`src/rtl/lsu_cfg.svh`:
```
`ifndef LSU_CFG_SVH
`define LSU_CFG_SVH

// Datapath widths
`define LSU_ADDR_W      32
`define LSU_DATA_W      32
`define LSU_REG_IDX_W   5

// Address map and local BRAM shape
`define LSU_GLOBAL_BIT  31  // Set selects global memory
`define LSU_LANES       4   // 32-bit lanes per BRAM line

`endif

```
`src/rtl/lsu_pkg.sv`:
```
`include "lsu_cfg.svh"

package lsu_pkg;

    typedef logic [`LSU_ADDR_W-1:0]            addr_t;
    typedef logic [`LSU_DATA_W-1:0]            word_t;
    typedef logic [`LSU_LANES*`LSU_DATA_W-1:0] line_t;
    typedef logic [`LSU_REG_IDX_W-1:0]         reg_idx_t;

    // RISC-V funct3 access size
    typedef enum logic [2:0] {
        SIZE_B  = 3'b000,
        SIZE_H  = 3'b001,
        SIZE_W  = 3'b010,
        SIZE_BU = 3'b100,
        SIZE_HU = 3'b101
    } mem_size_e;

    typedef enum logic [2:0] {
        AMO_ADD  = 3'd0,
        AMO_MIN  = 3'd1,  // Signed
        AMO_MAX  = 3'd2,  // Signed
        AMO_XCHG = 3'd3,
        AMO_KEEP = 3'd4,
        AMO_AND  = 3'd5,
        AMO_OR   = 3'd6,
        AMO_XOR  = 3'd7
    } atomic_op_e;

    typedef enum logic [2:0] {
        SEQ_IDLE,
        SEQ_LOAD_WAIT,
        SEQ_RMW_LOAD,
        SEQ_RMW_STORE,
        SEQ_ATOM_LOAD,
        SEQ_ATOM_STORE
    } seq_state_e;

    // ------------------------------------------------------------------
    // Subword helpers
    // ------------------------------------------------------------------
    function automatic word_t extract_subword(input word_t w, input mem_size_e size,
                                              input logic [1:0] offset);
        logic [7:0]  b;
        logic [15:0] h;
        b = w[offset*8 +: 8];
        h = w[offset[1]*16 +: 16];
        case (size)
            SIZE_B:  return {{(`LSU_DATA_W-8){b[7]}}, b};
            SIZE_H:  return {{(`LSU_DATA_W-16){h[15]}}, h};
            SIZE_BU: return {{(`LSU_DATA_W-8){1'b0}}, b};
            SIZE_HU: return {{(`LSU_DATA_W-16){1'b0}}, h};
            default: return w;  // Word
        endcase
    endfunction

    function automatic word_t merge_subword(input word_t old_w, input mem_size_e size,
                                            input logic [1:0] offset, input word_t data);
        word_t merged;
        merged = old_w;
        case (size)
            SIZE_B, SIZE_BU: merged[offset*8 +: 8]      = data[7:0];
            SIZE_H, SIZE_HU: merged[offset[1]*16 +: 16] = data[15:0];
            default:         merged                     = data;
        endcase
        return merged;
    endfunction

    function automatic word_t atomic_apply(input atomic_op_e op, input word_t old_w,
                                           input word_t opnd);
        case (op)
            AMO_ADD:  return old_w + opnd;
            AMO_MIN:  return ($signed(old_w) < $signed(opnd)) ? old_w : opnd;
            AMO_MAX:  return ($signed(old_w) > $signed(opnd)) ? old_w : opnd;
            AMO_XCHG: return opnd;
            AMO_AND:  return old_w & opnd;
            AMO_OR:   return old_w | opnd;
            AMO_XOR:  return old_w ^ opnd;
            AMO_KEEP: return old_w;
        endcase
    endfunction

endpackage

```
`src/rtl/mem_req_if.sv`:
```
`timescale 1ns/1ns

interface mem_req_if;
    import lsu_pkg::*;

    logic  req_valid;
    logic  req_is_load;
    addr_t req_addr;
    word_t req_wdata;
    logic  req_ready;
    logic  resp_valid;  // One-cycle pulse per load
    word_t resp_data;

    // Sequencer side
    modport seq (
        output req_valid, req_is_load, req_addr, req_wdata,
        input  req_ready, resp_valid, resp_data
    );

    // Memory side, tied to the top-level pins
    modport port (
        input  req_valid, req_is_load, req_addr, req_wdata,
        output req_ready, resp_valid, resp_data
    );

endinterface

```
`src/rtl/atomic_alu.sv`:
```
`timescale 1ns/1ns

module atomic_alu (
    input  logic                clk,
    input  logic                rst_n,
    input  logic                load,      // Old word arrives this cycle
    input  lsu_pkg::atomic_op_e op,
    input  lsu_pkg::word_t      old_word,
    input  lsu_pkg::word_t      operand,
    output lsu_pkg::word_t      new_word
);
    import lsu_pkg::*;

    // op and operand come from the sequencer's issue-time capture,
    // so they stay fixed for the whole read-modify-write
    always_ff @(posedge clk or negedge rst_n) begin
        if (!rst_n) begin
            new_word <= '0;
        end else if (load) begin
            new_word <= atomic_apply(op, old_word, operand);
        end
    end

endmodule

```
`src/rtl/global_seq.sv`:
```
`timescale 1ns/1ns
`include "lsu_cfg.svh"

module global_seq (
    input  logic                clk,
    input  logic                rst_n,
    input  logic                issue,
    input  logic                is_store,
    input  logic                is_atomic,
    input  lsu_pkg::mem_size_e  size,
    input  lsu_pkg::atomic_op_e atomic_op,
    input  lsu_pkg::addr_t      addr,
    input  lsu_pkg::word_t      write_data,
    input  lsu_pkg::reg_idx_t   dest_reg_idx,
    mem_req_if.seq              mem,
    output logic                stall,
    output lsu_pkg::seq_state_e state,
    output logic                load_done,
    output logic                atomic_done,
    output lsu_pkg::reg_idx_t   pend_idx,
    output lsu_pkg::mem_size_e  pend_size,
    output logic [1:0]          pend_offset,
    output lsu_pkg::word_t      old_word
);
    import lsu_pkg::*;

    addr_t      aligned_addr;
    addr_t      pend_addr;
    word_t      pend_data;      // Store data or atomic operand
    atomic_op_e pend_op;
    word_t      merged_word;
    word_t      new_word;
    logic       word_store;
    logic       xfer;

    assign aligned_addr = {addr[`LSU_ADDR_W-1:2], 2'b00};
    assign word_store   = is_store && !is_atomic && (size == SIZE_W);
    assign xfer         = mem.req_valid && mem.req_ready;

    assign load_done   = (state == SEQ_LOAD_WAIT) && mem.resp_valid;
    assign atomic_done = (state == SEQ_ATOM_STORE) && xfer;

    // ------------------------------------------------------------------
    // Request drive and pipeline stall
    // ------------------------------------------------------------------
    always_comb begin
        mem.req_valid   = 1'b0;
        mem.req_is_load = 1'b1;
        mem.req_addr    = pend_addr;
        mem.req_wdata   = write_data;
        stall           = 1'b0;
        case (state)
            SEQ_IDLE: begin
                // First request comes straight from the held pipeline inputs
                mem.req_valid   = issue;
                mem.req_is_load = !word_store;  // Everything but SW reads first
                mem.req_addr    = aligned_addr;
                stall           = issue && !(word_store && mem.req_ready);
            end
            SEQ_LOAD_WAIT: begin
                stall = !mem.resp_valid;  // Accepted with its response
            end
            SEQ_RMW_LOAD, SEQ_ATOM_LOAD: begin
                stall = 1'b1;
            end
            SEQ_RMW_STORE, SEQ_ATOM_STORE: begin
                mem.req_valid   = 1'b1;
                mem.req_is_load = 1'b0;
                mem.req_wdata   = (state == SEQ_RMW_STORE) ? merged_word : new_word;
                stall           = !mem.req_ready;
            end
            default: begin
                stall = 1'b1;
            end
        endcase
    end

    always_ff @(posedge clk or negedge rst_n) begin
        if (!rst_n) begin
            state <= SEQ_IDLE;
        end else begin
            case (state)
                SEQ_IDLE: begin
                    if (xfer && !word_store) begin
                        if (is_atomic) begin
                            state <= SEQ_ATOM_LOAD;
                        end else if (is_store) begin
                            state <= SEQ_RMW_LOAD;   // SB or SH
                        end else begin
                            state <= SEQ_LOAD_WAIT;
                        end
                    end
                end
                SEQ_LOAD_WAIT: if (mem.resp_valid) state <= SEQ_IDLE;
                SEQ_RMW_LOAD:  if (mem.resp_valid) state <= SEQ_RMW_STORE;
                SEQ_ATOM_LOAD: if (mem.resp_valid) state <= SEQ_ATOM_STORE;
                SEQ_RMW_STORE, SEQ_ATOM_STORE: begin
                    if (xfer) state <= SEQ_IDLE;
                end
                default: state <= SEQ_IDLE;
            endcase
        end
    end

    // Captured payload of the access in flight
    always_ff @(posedge clk) begin
        if (state == SEQ_IDLE && xfer) begin
            pend_addr   <= aligned_addr;
            pend_idx    <= dest_reg_idx;
            pend_size   <= size;
            pend_offset <= addr[1:0];
            pend_data   <= write_data;
            pend_op     <= atomic_op;
        end
        if (state == SEQ_RMW_LOAD && mem.resp_valid) begin
            merged_word <= merge_subword(mem.resp_data, pend_size, pend_offset, pend_data);
        end
        if (state == SEQ_ATOM_LOAD && mem.resp_valid) begin
            old_word <= mem.resp_data;  // Returned to the register file
        end
    end

    atomic_alu alu_i (
        .clk      (clk),
        .rst_n    (rst_n),
        .load     (state == SEQ_ATOM_LOAD && mem.resp_valid),
        .op       (pend_op),
        .old_word (mem.resp_data),
        .operand  (pend_data),
        .new_word (new_word)
    );

endmodule

```
`src/rtl/local_port.sv`:
```
`timescale 1ns/1ns
`include "lsu_cfg.svh"

module local_port (
    input  logic              clk,
    input  logic              rst_n,
    input  logic              issue,
    input  logic              is_store,
    input  lsu_pkg::addr_t    addr,
    input  lsu_pkg::word_t    write_data,
    input  lsu_pkg::reg_idx_t dest_reg_idx,
    output logic              local_req_valid,
    output logic              local_we,
    output lsu_pkg::addr_t    local_addr,
    output lsu_pkg::line_t    local_wdata,
    output logic [1:0]        local_bank_sel,
    output logic              rd_pending,
    output lsu_pkg::reg_idx_t rd_idx,
    output logic [1:0]        rd_lane
);
    logic rd_issue;

    assign rd_issue = issue && !is_store;

    // BRAM request goes out in the accept cycle
    assign local_req_valid = issue;
    assign local_we        = issue && is_store;
    assign local_addr      = addr;
    assign local_wdata     = {`LSU_LANES{write_data}};  // bank_sel picks the lane written
    assign local_bank_sel  = addr[3:2];                 // Word within the 16-byte line

    always_ff @(posedge clk or negedge rst_n) begin
        if (!rst_n) begin
            rd_pending <= 1'b0;
        end else begin
            rd_pending <= rd_issue;  // Read data valid next cycle
        end
    end

    always_ff @(posedge clk) begin
        if (rd_issue) begin
            rd_idx  <= dest_reg_idx;
            rd_lane <= addr[3:2];
        end
    end

endmodule

```
`src/rtl/lsu_top.sv`:
```
`timescale 1ns/1ns
`include "lsu_cfg.svh"

module lsu_top (
    input  logic                clk,
    input  logic                rst_n,
    // Pipeline
    input  logic                valid_in,
    input  logic                is_store,
    input  logic                is_atomic,
    input  lsu_pkg::mem_size_e  size,
    input  lsu_pkg::atomic_op_e atomic_op,
    input  lsu_pkg::addr_t      addr,
    input  lsu_pkg::word_t      write_data,
    input  lsu_pkg::reg_idx_t   dest_reg_idx,
    output logic                stall_pipeline,
    output logic                busy,
    // Local shared BRAM
    output logic                local_req_valid,
    output logic                local_we,
    output lsu_pkg::addr_t      local_addr,
    output lsu_pkg::line_t      local_wdata,
    output logic [1:0]          local_bank_sel,
    input  lsu_pkg::line_t      local_rdata,
    // Global memory
    output logic                global_req_valid,
    output logic                global_req_is_load,
    output lsu_pkg::addr_t      global_req_addr,
    output lsu_pkg::word_t      global_req_wdata,
    input  logic                global_req_ready,
    input  logic                global_resp_valid,
    input  lsu_pkg::word_t      global_resp_data,
    // Register file writeback
    output logic                wb_valid,
    output lsu_pkg::reg_idx_t   wb_reg_idx,
    output lsu_pkg::word_t      wb_data
);
    import lsu_pkg::*;

    logic       is_global;
    logic       rd_pending;
    reg_idx_t   rd_idx;
    logic [1:0] rd_lane;
    seq_state_e seq_state;
    logic       load_done;
    logic       atomic_done;
    reg_idx_t   pend_idx;
    mem_size_e  pend_size;
    logic [1:0] pend_offset;
    word_t      old_word;

    mem_req_if mem_i ();

    assign is_global = addr[`LSU_GLOBAL_BIT];

    // ------------------------------------------------------------------
    // Global pins to request interface
    // ------------------------------------------------------------------
    assign global_req_valid   = mem_i.req_valid;
    assign global_req_is_load = mem_i.req_is_load;
    assign global_req_addr    = mem_i.req_addr;
    assign global_req_wdata   = mem_i.req_wdata;
    assign mem_i.req_ready    = global_req_ready;
    assign mem_i.resp_valid   = global_resp_valid;
    assign mem_i.resp_data    = global_resp_data;

    assign busy = rd_pending || (seq_state != SEQ_IDLE);

    local_port local_i (
        .clk             (clk),
        .rst_n           (rst_n),
        .issue           (valid_in && !is_global),  // Local side never stalls
        .is_store        (is_store),
        .addr            (addr),
        .write_data      (write_data),
        .dest_reg_idx    (dest_reg_idx),
        .local_req_valid (local_req_valid),
        .local_we        (local_we),
        .local_addr      (local_addr),
        .local_wdata     (local_wdata),
        .local_bank_sel  (local_bank_sel),
        .rd_pending      (rd_pending),
        .rd_idx          (rd_idx),
        .rd_lane         (rd_lane)
    );

    global_seq seq_i (
        .clk          (clk),
        .rst_n        (rst_n),
        .issue        (valid_in && is_global),
        .is_store     (is_store),
        .is_atomic    (is_atomic),
        .size         (size),
        .atomic_op    (atomic_op),
        .addr         (addr),
        .write_data   (write_data),
        .dest_reg_idx (dest_reg_idx),
        .mem          (mem_i),
        .stall        (stall_pipeline),
        .state        (seq_state),
        .load_done    (load_done),
        .atomic_done  (atomic_done),
        .pend_idx     (pend_idx),
        .pend_size    (pend_size),
        .pend_offset  (pend_offset),
        .old_word     (old_word)
    );

    wb_mux wb_i (
        .rd_pending  (rd_pending),
        .rd_idx      (rd_idx),
        .rd_lane     (rd_lane),
        .local_rdata (local_rdata),
        .load_done   (load_done),
        .atomic_done (atomic_done),
        .pend_idx    (pend_idx),
        .pend_size   (pend_size),
        .pend_offset (pend_offset),
        .resp_data   (global_resp_data),
        .old_word    (old_word),
        .wb_valid    (wb_valid),
        .wb_reg_idx  (wb_reg_idx),
        .wb_data     (wb_data)
    );

endmodule

```
`src/rtl/wb_mux.sv`:
```
`timescale 1ns/1ns
`include "lsu_cfg.svh"

module wb_mux (
    input  logic               rd_pending,
    input  lsu_pkg::reg_idx_t  rd_idx,
    input  logic [1:0]         rd_lane,
    input  lsu_pkg::line_t     local_rdata,
    input  logic               load_done,
    input  logic               atomic_done,
    input  lsu_pkg::reg_idx_t  pend_idx,
    input  lsu_pkg::mem_size_e pend_size,
    input  logic [1:0]         pend_offset,
    input  lsu_pkg::word_t     resp_data,
    input  lsu_pkg::word_t     old_word,
    output logic               wb_valid,
    output lsu_pkg::reg_idx_t  wb_reg_idx,
    output lsu_pkg::word_t     wb_data
);
    import lsu_pkg::*;

    word_t local_word;

    assign local_word = local_rdata[rd_lane*`LSU_DATA_W +: `LSU_DATA_W];

    always_comb begin
        wb_valid   = 1'b0;
        wb_reg_idx = '0;
        wb_data    = '0;
        if (atomic_done) begin
            wb_valid   = 1'b1;
            wb_reg_idx = pend_idx;
            wb_data    = old_word;  // Atomics return the value before the update
        end else if (load_done) begin
            wb_valid   = 1'b1;
            wb_reg_idx = pend_idx;
            wb_data    = extract_subword(resp_data, pend_size, pend_offset);
        end else if (rd_pending) begin
            wb_valid   = 1'b1;
            wb_reg_idx = rd_idx;
            wb_data    = local_word;
        end
    end

endmodule

```
`config.mk`:
```
export PLATFORM = sky130hd
export DESIGN_NAME = lsu_top
export DESIGN_NICKNAME = d
export VERILOG_FILES = /design/src/rtl/lsu_pkg.sv /design/src/rtl/mem_req_if.sv /design/src/rtl/atomic_alu.sv /design/src/rtl/global_seq.sv /design/src/rtl/local_port.sv /design/src/rtl/lsu_top.sv /design/src/rtl/wb_mux.sv
export VERILOG_INCLUDE_DIRS = /design/src /design/src/rtl
export SDC_FILE = /design/constraint.sdc
export NUM_CORES = 1
export LEC_CHECK = 0
export ABC_AREA = 0
export BUFFER_PORTS_ARGS = -buffer_cell sky130_fd_sc_hd__buf_2
export CAP_MARGIN = 20
export CORE_MARGIN = 8
export CORE_UTILIZATION = 45
export CTS_BUF_LIST = sky130_fd_sc_hd__clkbuf_4 sky130_fd_sc_hd__clkbuf_8 sky130_fd_sc_hd__clkbuf_16
export CTS_CLUSTER_DIAMETER = 100
export DETAILED_ROUTE_END_ITERATION = 8
export PLACE_DENSITY = 0.72
export SYNTH_ARGS = -nofsm -noshare
export SYNTH_HDL_FRONTEND = slang
export SYNTH_SLANG_ARGS = --single-unit
```
`constraint.sdc`:
```
create_clock -name clk -period 5.4 [get_ports clk]
set_input_delay 0.54 -clock clk [delete_from_list [all_inputs] [get_ports clk]]
set_output_delay 0.54 -clock clk [all_outputs]
set_load 0.01 [all_outputs]
```
==> results_dict.tcl <==
set metrics [dict create \
    status "finished, final reports clean" \
    use_met1 0.415 \
    dp_cells 2506 \
    fp.coreArea_mm2 0.0352 \
    ioPinCount 512 \
    antenna_cells 0 \
    critPathKind "reg2out" \
    drv_cap 0 \
    die_x_um 204 \
    fillerInstances 3372 \
    cts_sinks 182 \
    setup_violations 0 \
    reg2reg_from "seq_i.pend_data[7]" \
    clkSlewWorstSetupHoldPaths_ns 0.08 \
    place_congestion 1.00 \
    crit_family "compound AO/OA/AOI/OAI gates" \
    endpoint_kind "primary output" \
    path_buf_inv 2 \
    tightest_slew_ns 1.14 \
    clockBufferDepth 2 \
    grt_max_degree 76 \
    initial_core_util 0.453 \
    max_slew_margin 0.237 \
    crit_path_end "wb_data[11]" \
    finalClockSkew_ns 0.0161 \
    crit_arrival_ns 3.57 \
    die_height_um 204 \
    num_rows 69 \
    path_max_fanout 20 \
    setup.worst_path.start "seq_i.pend_offset[1]" \
    root_buffer "clkbuf_16" \
    drt-total-wl_mm 67.0 \
    io_buffers 509 \
    max_stage_delay_ns 0.88 \
    grt_pass1_vias 15500 \
    overflow 0 \
    post_dp_cell_area_mm2 0.0176 \
    cts-resized-gates 0 \
    ys_seq_area_frac 0.331 \
    fin_crit_sh 0.761 \
    crit_cells 8 \
    cpMostUsedCell "a21oi_1" \
    drive_gt1_frac 0.319 \
    hpwlAfterDp_mm 50.1 \
    track_usage 0.311 \
    worstPathRequired_ns 4.86 \
    regToRegEndpoint "seq_i.alu_i.new_word[27]" \
    met2_usage 0.475 \
    synthFlopType "edfxtp_1" \
    dr.first_iter.drc_count 1976 \
    dr.pass1.iters 9 \
    top_usage_layer "met2" \
    ys_seq_elements 182 \
    vias_per_cell 6.13 \
    synthArstFlopShare 0.198 \
    cp_slowest_cell "edfxtp_1" \
    layout_min_cycle_time_ns 4.11 \
    grt_pass1_wl_mm 98.6 \
    syn_area_mm2 0.0160 \
    post_cts.repair.setup_buffers 0 \
    cts_tree "done" \
    ys_types 79 \
    use_met3 0.0773 \
    final_max_slew_viol_count 0 \
    hp-class "in2async" \
    mostFrequentLayoutCells "buf_2, a21oi_1, nand2_1" \
    synth_edf_count 146 \
    die_area_mm2 0.0417 \
    worstPathCellList "inv_1, nand2_1, nand2b_1, a22oi_1, a21oi_1, a21oi_1, a21oi_1, buf_2" \
    fin_util 0.519 \
    design_area_mm2 0.0183 \
    final_common_cell "buf_2" \
    syn_inst 1786 \
    drtAntennaViolNets 0 \
    cts_hold_repair.buffers 0 \
    finalWorstSetupSlack_ns 1.29 \
    place_ws_ns 1.32 \
    grt_setup_unrepaired "false" \
    power.leakage_nw 8.35 \
    final-hold-violation-count 0 \
    area_growth_pct 14.6 \
    stdcell_count 2541 \
    clock_latency_ns 0.47 \
    setup.worst_path.start_class "flop" \
    avgSynthCellArea_um2 8.94 \
    grt_antenna_before_repair 1 \
    ys_warn_count 0 \
    tns_ns 0 \
    final_net_count 2412 \
    ir_worst_vdd_mv 0.246 \
    num_vias 15600 \
    wl_per_cell_um 26.4 \
    fmax_mhz 243 \
    powerDensity_mw_per_mm2 326 \
    reg2regPathDepth 13 \
    h-tree-depth 4 \
    drc_errors 0 \
    numCtsBuffers 17 \
    r2r_setup_slack_ns 1.57 \
]
-- layer usage --
layer	wire length, um	up-vias	part of all wire
met5	12	-	0.00018
met2	30000	1006	0.45
li1	-	6945	-
met1	27600	7452	0.41
met3	6930	163	0.10
met4	2480	2	0.037
-- cells in the mapped netlist (29+ instances only) --
cell type,count,area share
mux2i_1,69,0.043
nor2_1,151,0.036
inv_1,88,0.021
a21oi_1,200,0.063
nand2_1,166,0.039
mux2_2,31,0.022
ha_1,101,0.079
buf_4,169,0.079
dfrtp_1,36,0.056
edfxtp_1,146,0.27
o21ai_0,104,0.033
clkbuf_1,87,0.020
mux4_2,32,0.045
o22ai_1,29,0.011
-- metrics by stage --
step,total power [W],hold WS [ns]
floorplan,0.00371,0.244
global placement,0.00467,0.469
detailed placement,0.00471,0.490
CTS,0.00596,0.231
global route,0.00629,0.117
finish,0.00597,0.0829
-- sequential cells by signal, summed over array words and instances, names as in the netlist --
signal                count
seq_i.pend_op             3
seq_i.pend_size           3
seq_i.state               3
seq_i.merged_word        32
seq_i.pend_offset         2
local_i.rd_pending        1
seq_i.alu_i.new_word     32
seq_i.pend_data          32
seq_i.pend_idx            5
seq_i.pend_addr          30
seq_i.old_word           32
local_i.rd_lane           2
local_i.rd_idx            5
-- area by class of cell --
type	instances	area (um^2)	area share
clock buffer	18	433	0.0237
tap	461	577	0.0315
multi-input combinational	1229	8630	0.472
sequential	182	5290	0.289
timing repair buffer	547	2880	0.158
inverter	91	342	0.0187
clock inverter	13	140	0.00766
-- kinds of logic (layout without fill, tap and decap cells) --
group,after synthesis,in the layout,synth area share
AOI/OAI and AO/OA,555,555,0.223
xor gates and xnor gates,13,13,0.00713
adders and majority gates,102,102,0.0804
buffers and inverters,376,669,0.130
DFF,182,182,0.331
muxes,132,132,0.110
other,1,2,0.000235
and+or+nand+nor,425,425,0.117
-- worst reg2reg max path, cell delays in order (launching register included) --
cell and delay (ns):
edfxtp_1 0.68, inv_1 0.17, ha_1 0.44, nor3_1 0.10, nand4b_1 0.21, a21oi_1 0.09
o41ai_2 0.49, nand4_4 0.27, o311ai_4 0.14, buf_4 0.42, mux2i_1 0.24, o221ai_1 0.15
nor3_1 0.23, a21oi_1 0.10
-- power by group --
part	internal, W	total [W]	switching (W)	leakage (nW)
sequential	0.00181	0.00202	0.000208	1.74
clock	0.000618	0.00125	0.000634	0.277
combinational	0.00105	0.00270	0.00165	6.33
total	0.00347	0.00597	0.00250	8.35
-- worst min-delay path by stage --
stage / endpoint / startpoint / slack [ns] / cells after the start
after detailed placement: seq_i.alu_i.new_word[0] / seq_i.alu_i.new_word[0] / 0.49 / 2
after global routing: seq_i.alu_i.new_word[15] / rst_n / 0.12 / 1
after global placement: seq_i.alu_i.new_word[0] / seq_i.alu_i.new_word[0] / 0.47 / 2
after floorplan: local_i.rd_pending / rst_n / 0.24 / 0
final: seq_i.alu_i.new_word[15] / rst_n / 0.08 / 1
after CTS: seq_i.pend_op[1] / atomic_op[1] / 0.23 / 1
Note: power is estimated with default switching activity, not from simulation.
